--- src/logic/region_pkg.sv ---
package region_pkg;

    // ********************
    // memory geometry
    // ********************
    localparam int width = 8;
    localparam int log2_depth = 5;
    localparam int depth = 1 << log2_depth;

    // free entries left when almostfull rises
    localparam int almost_margin = 4;

    // ********************
    // channel counts
    // ********************
    localparam int num_write_channels = 1;
    localparam int num_read_channels = 2;

    // ********************
    // access modes
    // ********************
    localparam int mode_w = 2;
    localparam logic [mode_w-1:0] mode_addr = 2'd0;
    localparam logic [mode_w-1:0] mode_fifo = 2'd1;
    // reads only
    localparam logic [mode_w-1:0] mode_peek = 2'd2;

endpackage
--- src/logic/fifobram_if.sv ---
`timescale 1ns/100ps

interface fifobram_if;

    // write requests
    logic                                 we;
    logic [region_pkg::log2_depth-1:0]    waddr;
    logic [region_pkg::width-1:0]         wdata;
    logic [region_pkg::mode_w-1:0]        wfifobram;

    // read requests
    logic                                 re;
    logic [region_pkg::log2_depth-1:0]    raddr;
    logic [region_pkg::mode_w-1:0]        rfifobram;

    // returns and status
    logic [region_pkg::width-1:0]         rdata;
    logic                                 rvalid;
    logic                                 empty;
    logic                                 almostfull;
    logic [region_pkg::log2_depth:0]      count;

    // arbiter side of a write channel
    modport write_source (input we, waddr, wdata, wfifobram, output almostfull, count);

    // arbiter side of a read channel
    modport read_source (input re, raddr, rfifobram, output rdata, rvalid, empty);

    modport master (output we, waddr, wdata, wfifobram, re, raddr, rfifobram,
                    input rdata, rvalid, empty, almostfull, count);

    modport memory (input we, waddr, wdata, wfifobram, re, raddr, rfifobram,
                    output rdata, rvalid, empty, almostfull, count);

endinterface

--- src/logic/region_top.sv ---
`timescale 1ns/100ps

module region_top (
    input  logic                              clk,
    input  logic                              rst_n,

    // write channel
    input  logic                              w_we,
    input  logic [region_pkg::log2_depth-1:0] w_waddr,
    input  logic [region_pkg::width-1:0]      w_wdata,
    input  logic [region_pkg::mode_w-1:0]     w_wfifobram,
    output logic                              w_almostfull,
    output logic [region_pkg::log2_depth:0]   w_count,

    // read channel 0
    input  logic                              r0_re,
    input  logic [region_pkg::log2_depth-1:0] r0_raddr,
    input  logic [region_pkg::mode_w-1:0]     r0_rfifobram,
    output logic [region_pkg::width-1:0]      r0_rdata,
    output logic                              r0_rvalid,
    output logic                              r0_empty,

    // read channel 1
    input  logic                              r1_re,
    input  logic [region_pkg::log2_depth-1:0] r1_raddr,
    input  logic [region_pkg::mode_w-1:0]     r1_rfifobram,
    output logic [region_pkg::width-1:0]      r1_rdata,
    output logic                              r1_rvalid,
    output logic                              r1_empty
);

    fifobram_if wr_ch [region_pkg::num_write_channels] ();
    fifobram_if rd_ch [region_pkg::num_read_channels] ();
    fifobram_if region ();

    assign wr_ch[0].we        = w_we;
    assign wr_ch[0].waddr     = w_waddr;
    assign wr_ch[0].wdata     = w_wdata;
    assign wr_ch[0].wfifobram = w_wfifobram;
    assign w_almostfull       = wr_ch[0].almostfull;
    assign w_count            = wr_ch[0].count;

    assign rd_ch[0].re        = r0_re;
    assign rd_ch[0].raddr     = r0_raddr;
    assign rd_ch[0].rfifobram = r0_rfifobram;
    assign r0_rdata           = rd_ch[0].rdata;
    assign r0_rvalid          = rd_ch[0].rvalid;
    assign r0_empty           = rd_ch[0].empty;

    assign rd_ch[1].re        = r1_re;
    assign rd_ch[1].raddr     = r1_raddr;
    assign rd_ch[1].rfifobram = r1_rfifobram;
    assign r1_rdata           = rd_ch[1].rdata;
    assign r1_rvalid          = rd_ch[1].rvalid;
    assign r1_empty           = rd_ch[1].empty;

    region_exclusive i_arb (
        .clk          (clk),
        .rst_n        (rst_n),
        .write_access (wr_ch),
        .read_access  (rd_ch),
        .region       (region)
    );

    fifobram i_mem (
        .clk    (clk),
        .rst_n  (rst_n),
        .access (region)
    );

endmodule

--- src/logic/region_exclusive.sv ---
`timescale 1ns/100ps

module region_exclusive (
    input logic clk,
    input logic rst_n,
    fifobram_if.write_source write_access [region_pkg::num_write_channels],
    fifobram_if.read_source  read_access [region_pkg::num_read_channels],
    fifobram_if.master       region
);

    localparam int nw = region_pkg::num_write_channels;
    localparam int nr = region_pkg::num_read_channels;

    // flattened channel requests
    logic                              wr_req [nw];
    logic [region_pkg::log2_depth-1:0] wr_req_addr [nw];
    logic [region_pkg::width-1:0]      wr_req_data [nw];
    logic [region_pkg::mode_w-1:0]     wr_req_mode [nw];
    logic                              rd_req [nr];
    logic [region_pkg::log2_depth-1:0] rd_req_addr [nr];
    logic [region_pkg::mode_w-1:0]     rd_req_mode [nr];

    logic                              wr_found;
    logic [region_pkg::log2_depth-1:0] wr_addr_sel;
    logic [region_pkg::width-1:0]      wr_data_sel;
    logic [region_pkg::mode_w-1:0]     wr_mode_sel;
    logic                              wr_we_q;
    logic [region_pkg::log2_depth-1:0] wr_addr_q;
    logic [region_pkg::width-1:0]      wr_data_q;
    logic [region_pkg::mode_w-1:0]     wr_mode_q;

    logic                              rd_found;
    logic [region_pkg::log2_depth-1:0] rd_addr_sel;
    logic [region_pkg::mode_w-1:0]     rd_mode_sel;
    logic [nr-1:0]                     rd_grant;
    logic [nr-1:0]                     rd_grant_q;

    // ********************
    // write channels
    // ********************
    for (genvar i = 0; i < nw; i++) begin : gen_write
        assign wr_req[i]      = write_access[i].we;
        assign wr_req_addr[i] = write_access[i].waddr;
        assign wr_req_data[i] = write_access[i].wdata;
        assign wr_req_mode[i] = write_access[i].wfifobram;
        assign write_access[i].almostfull = region.almostfull;
        assign write_access[i].count      = region.count;
    end

    // lowest index wins
    always_comb begin
        wr_found    = 1'b0;
        wr_addr_sel = '0;
        wr_data_sel = '0;
        wr_mode_sel = '0;
        for (int i = 0; i < nw; i++) begin
            if (wr_req[i] && !wr_found) begin
                wr_found    = 1'b1;
                wr_addr_sel = wr_req_addr[i];
                wr_data_sel = wr_req_data[i];
                wr_mode_sel = wr_req_mode[i];
            end
        end
    end

    always_ff @(posedge clk or negedge rst_n) begin
        if (!rst_n) begin
            wr_we_q <= 1'b0;
        end else begin
            wr_we_q <= wr_found;
        end
    end

    always_ff @(posedge clk) begin
        if (wr_found) begin
            wr_addr_q <= wr_addr_sel;
            wr_data_q <= wr_data_sel;
            wr_mode_q <= wr_mode_sel;
        end
    end

    assign region.we        = wr_we_q;
    assign region.waddr     = wr_addr_q;
    assign region.wdata     = wr_data_q;
    assign region.wfifobram = wr_mode_q;

    // ********************
    // read channels
    // ********************
    for (genvar i = 0; i < nr; i++) begin : gen_read
        assign rd_req[i]      = read_access[i].re;
        assign rd_req_addr[i] = read_access[i].raddr;
        assign rd_req_mode[i] = read_access[i].rfifobram;
        // only the channel granted last cycle sees rvalid
        assign read_access[i].rvalid = region.rvalid && rd_grant_q[i];
        assign read_access[i].rdata  = region.rdata;
        assign read_access[i].empty  = region.empty;
    end

    always_comb begin
        rd_found    = 1'b0;
        rd_grant    = '0;
        rd_addr_sel = '0;
        rd_mode_sel = '0;
        for (int i = 0; i < nr; i++) begin
            if (rd_req[i] && !rd_found) begin
                rd_found    = 1'b1;
                rd_grant[i] = 1'b1;
                rd_addr_sel = rd_req_addr[i];
                rd_mode_sel = rd_req_mode[i];
            end
        end
    end

    always_ff @(posedge clk or negedge rst_n) begin
        if (!rst_n) begin
            rd_grant_q <= '0;
        end else begin
            rd_grant_q <= rd_grant;
        end
    end

    assign region.re        = rd_found;
    assign region.raddr     = rd_addr_sel;
    assign region.rfifobram = rd_mode_sel;

endmodule

--- src/logic/fifobram.sv ---
`timescale 1ns/100ps

module fifobram (
    input logic clk,
    input logic rst_n,
    fifobram_if.memory access
);

    logic [region_pkg::width-1:0]      mem [region_pkg::depth];
    logic [region_pkg::log2_depth-1:0] head;
    logic [region_pkg::log2_depth-1:0] tail;
    logic [region_pkg::log2_depth:0]   count;
    logic [region_pkg::width-1:0]      rdata_q;
    logic                              rvalid_q;
    logic                              fifo_empty;
    logic                              push;
    logic                              pop;
    logic                              rd_ok;

    assign fifo_empty = (count == '0);

    assign push = access.we && (access.wfifobram == region_pkg::mode_fifo);
    assign pop  = access.re && (access.rfifobram == region_pkg::mode_fifo) && !fifo_empty;

    // head-based reads need something in the fifo
    always_comb begin
        rd_ok = 1'b0;
        if (access.re) begin
            case (access.rfifobram)
                region_pkg::mode_addr: rd_ok = 1'b1;
                region_pkg::mode_fifo: rd_ok = !fifo_empty;
                region_pkg::mode_peek: rd_ok = !fifo_empty;
                default:               rd_ok = 1'b0;
            endcase
        end
    end

    // ********************
    // storage
    // ********************
    always_ff @(posedge clk) begin
        if (access.we) begin
            case (access.wfifobram)
                region_pkg::mode_addr: mem[access.waddr] <= access.wdata;
                region_pkg::mode_fifo: mem[tail] <= access.wdata;
                default: ;
            endcase
        end
    end

    always_ff @(posedge clk) begin
        if (rd_ok) begin
            if (access.rfifobram == region_pkg::mode_addr) begin
                rdata_q <= mem[access.raddr];
            end else begin
                rdata_q <= mem[head];
            end
        end
    end

    always_ff @(posedge clk or negedge rst_n) begin
        if (!rst_n) begin
            rvalid_q <= 1'b0;
        end else begin
            rvalid_q <= rd_ok;
        end
    end

    // ********************
    // fifo pointers
    // ********************
    always_ff @(posedge clk or negedge rst_n) begin
        if (!rst_n) begin
            head  <= '0;
            tail  <= '0;
            count <= '0;
        end else begin
            if (push) begin
                tail <= tail + 1'b1;
            end
            if (pop) begin
                head <= head + 1'b1;
            end
            // push and pop together leave count alone
            case ({push, pop})
                2'b10:   count <= count + 1'b1;
                2'b01:   count <= count - 1'b1;
                default: ;
            endcase
        end
    end

    assign access.rdata      = rdata_q;
    assign access.rvalid     = rvalid_q;
    assign access.empty      = fifo_empty;
    assign access.count      = count;
    assign access.almostfull = (count >= (region_pkg::log2_depth + 1)'(region_pkg::depth
                                           - region_pkg::almost_margin));

endmodule

--- config.mk ---
export PLATFORM = sky130hd
export DESIGN_NAME = region_top
export DESIGN_NICKNAME = d
export VERILOG_FILES = /design/src/logic/region_pkg.sv /design/src/logic/fifobram_if.sv /design/src/logic/region_top.sv /design/src/logic/region_exclusive.sv /design/src/logic/fifobram.sv
export SDC_FILE = /design/constraint.sdc
export NUM_CORES = 1
export LEC_CHECK = 0
export ABC_AREA = 1
export ABC_CLOCK_PERIOD_IN_PS = 4780
export BUFFER_PORTS_ARGS = -buffer_cell sky130_fd_sc_hd__buf_2
export CAP_MARGIN = 5
export CORE_AREA = 2 2 164 166
export CTS_BUF_LIST = sky130_fd_sc_hd__clkbuf_4 sky130_fd_sc_hd__clkbuf_8
export DETAILED_ROUTE_END_ITERATION = 8
export DIE_AREA = 0 0 166 168
export PLACE_DENSITY = 0.75
export SLEW_MARGIN = 0
export SYNTH_ARGS = -nofsm -noshare
export SYNTH_HDL_FRONTEND = slang
export SYNTH_HIERARCHICAL = 1
export SYNTH_SLANG_ARGS = --single-unit
--- constraint.sdc ---
create_clock -name clk -period 4.78 [get_ports clk]
set_clock_uncertainty 0.05 [all_clocks]
set_input_delay 0.478 -clock clk [delete_from_list [all_inputs] [get_ports clk]]
set_output_delay 0.478 -clock clk [all_outputs]
set_load 0.01 [all_outputs]
==> impl_metrics.ini <==
[logic_synthesis]
synthTopCellsByCount = 549 x nand2_1, 335 x nand3_1, 279 x edfxtp_1
synthCells = 1730
yosysSeqAreaShare = 0.582
yosysUniqueCellTypes = 30
synth.most_common_cell = nand2_1
synth-seq-cells = 299
synth_top_cell_by_area = edfxtp_1
synthesis.area_um2 = 15300
synth_edf_count = 279
dominantRegCellSynth = edfxtp_1
ys_top_cells_by_area = edfxtp_1 55%, nand2_1 14%, nand3_1 11%, nor2_1 5.6%, dfrtp_1 3.3%
yosys_warnings = 6
synth_area_per_cell_um2 = 8.82
async_flop_share = 0.0669
synth_top_area_frac = 0.549
synthesis.nets = 1775

[placement]
hpwl_um = 26400
portBuffers = 60
place_ws_ns = 1.45
dp.cells = 2020
gp_congestion = 0.919

[sta]
slew_violations = 0
report.final.setup_viol = 0
tns_ns = 0
min_period_over_period = 0.732
hold_ws_ns = 0.0744
rsz0062_at_grt = false
finalHoldViolations = 0
setup_slack_ns = 1.28
timing.final.crit_period_ns = 3.50
fmax_mhz = 286
tightest_slew_ns = 1.27
maxSlewHeadroom = 0.150

[clock_tree]
numCtsBuffers = 48
clock_sinks = 299
cts_max_path_buffers = 3
postCtsSetupBuffers = 0
cts_tree = yes
cts_root_buf = clkbuf_8
clk_latency_ns = 0.56
clk_pin_slew_ns = 0.06
htree_levels = 2
cts_resized = 0

[floorplan]
die_h_um = 168
fp-row-count = 60
die_area_um2 = 27900
io_pins = 61
core_area_um2 = 26400
die_x_um = 166
initial_core_util = 0.579

[drt]
wirelength_um = 43300
drt_iter0_drc = 1879
drtPass1Iterations = 6
vias = 12800
wire_per_inst_um = 20.5
viasPerCell = 6.07
route.detailed.drc = 0
drtAntennaViolNets = 0

[power_and_ir_drop]
ir_worst_vdd_uv = 843
leakagePower_nw = 6.62
powerDensity_nw_per_um2 = 497

[worst_setup_path]
timing.rr.start = i_mem/head[0]
worst-r2r-setup-slack_ns = 1.28
cp-start-kind = flop
cp.arrival_ns = 3.78
crit_type = flop to flop
critPathLaunch = i_mem/head[0]
critPathMaxFanout = 85
end_kind = flop
worstPathRequired_ns = 5.06

[cells_and_area]
nets = 1775
stdcell_count = 2109
drive_above_1_share = 0.105
syn2layout_area_growth_pct = 7.84
fin_util = 0.624
n_antenna_cell = 0

[grt]
grt_max_degree = 86
grt_pass1_vias = 12100
grt.overflow.total = 0
grt_antenna_before_repair = 0
grt_pass1_wl_um = 66600
groute.usage.overall = 0.310

[worst_hold_path]
hp-class = input port to flop
min-delay-start = r0_re

[run_status]
status = completed

[run]
drv_cap = 0
[power by group]
group	leakage (nW)	switching [W]	total, W	internal, W
registers	2.77	0.000225	0.00325	0.00303
logic	3.32	0.00191	0.00271	0.000801
clock network	0.536	0.000997	0.00222	0.00122
[worst max-delay path, stage by stage, from the launching register on]
cell and delay (ns):
dfrtp_4 0.82, clkinv_2 0.79, buf_12 0.47, o21ai_0 0.24, nand3_1 0.18, nand3_1 0.14, nand2_1 0.19, nand3_1 0.13
nand2_1 0.06
[path summary, 6_finish.rpt]
path                                              end  cells after the start
worst max-delay path            i_mem/access.rdata[1]                      8
worst min-delay path              i_arb/rd_grant_q[0]                      1
worst max register to register  i_mem/access.rdata[1]                      8
worst min register to register          i_mem/tail[4]                      1
max in group asynchronous               i_mem/head[0]                      2
min in group asynchronous               i_mem/tail[1]                      2
[layer usage]
layer / global-route usage / vias to the layer above / share of wire
li1: - / 5803 / -
met1: 0.421 / 5902 / 0.38
met2: 0.486 / 959 / 0.46
met3: 0.0541 / 143 / 0.12
met4: 0.153 / 0 / 0.046
met5: 0 / - / 0
[through the flow]
stage / cell area, µm² / power (W)
finish: 16500 / 0.00818
global route: 16500 / 0.00859
CTS: 16500 / 0.00814
detailed placement: 15500 / 0.00593
global placement: 15500 / 0.00587
floorplan: 15300 / 0.00520
[state kept, by name, indices dropped and copies added (netlist names)]
register	cells
i_mem/mem	256
i_arb/region.wdata	8
i_mem/access.rdata	8
i_mem/access.count	6
i_arb/region.waddr	5
i_mem/head	5
i_mem/tail	5
i_arb/rd_grant_q	2
i_arb/region.wfifobram	2
i_arb/region.we	1
i_mem/access.rvalid	1
[repair_timing]
action,CTS,global route
hold buffers,1,0
endpoints found under the setup margin,0,0
hold endpoints to repair,20,0
[cell families (layout without fill, tap and decap cells)]
group	after synthesis	after routing	share of synthesized area
XOR/XNOR	12	12	0.00689
AND/OR/NAND/NOR	1119	1119	0.306
adder cells (fa/ha/maj)	11	11	0.00951
buffers and inverters	179	217	0.0590
flip-flops	299	299	0.582
AO/OA/AOI/OAI	110	110	0.0372
[final cells by class]
| type | instances | area, µm² |
|---|---|---|
| clock buffer | 71 | 871 |
| clock inverter | 17 | 110 |
| fill | 2159 | 9900 |
| inverter | 48 | 183 |
| multi-input combinational | 1252 | 5500 |
| sequential | 299 | 8880 |
| tap | 341 | 427 |
| timing repair buffer | 81 | 485 |
[cells in the final DEF (no fill, tap or decap), types with 2 or more instances in the layout]
master / Yosys / final
nand2_1: 549 / 547
nand3_1: 335 / 335
edfxtp_1: 279 / 279
nor2_1: 226 / 226
buf_2: 64 / 60
clkbuf_8: 0 / 54
o21ai_1: 45 / 45
o21ai_0: 41 / 41
inv_1: 40 / 38
a21oi_1: 19 / 19
dfrtp_1: 20 / 18
buf_4: 31 / 18
clkbuf_4: 0 / 17
clkinv_2: 0 / 14
ha_1: 10 / 10
inv_2: 7 / 7
xor2_1: 7 / 7
xnor2_1: 5 / 5
clkinv_1: 1 / 4
nand4_1: 3 / 3
or2_1: 2 / 2
o21ai_2: 2 / 2
a31o_2: 2 / 2
buf_12: 0 / 2
Note: power is estimated with default switching activity, not from simulation.
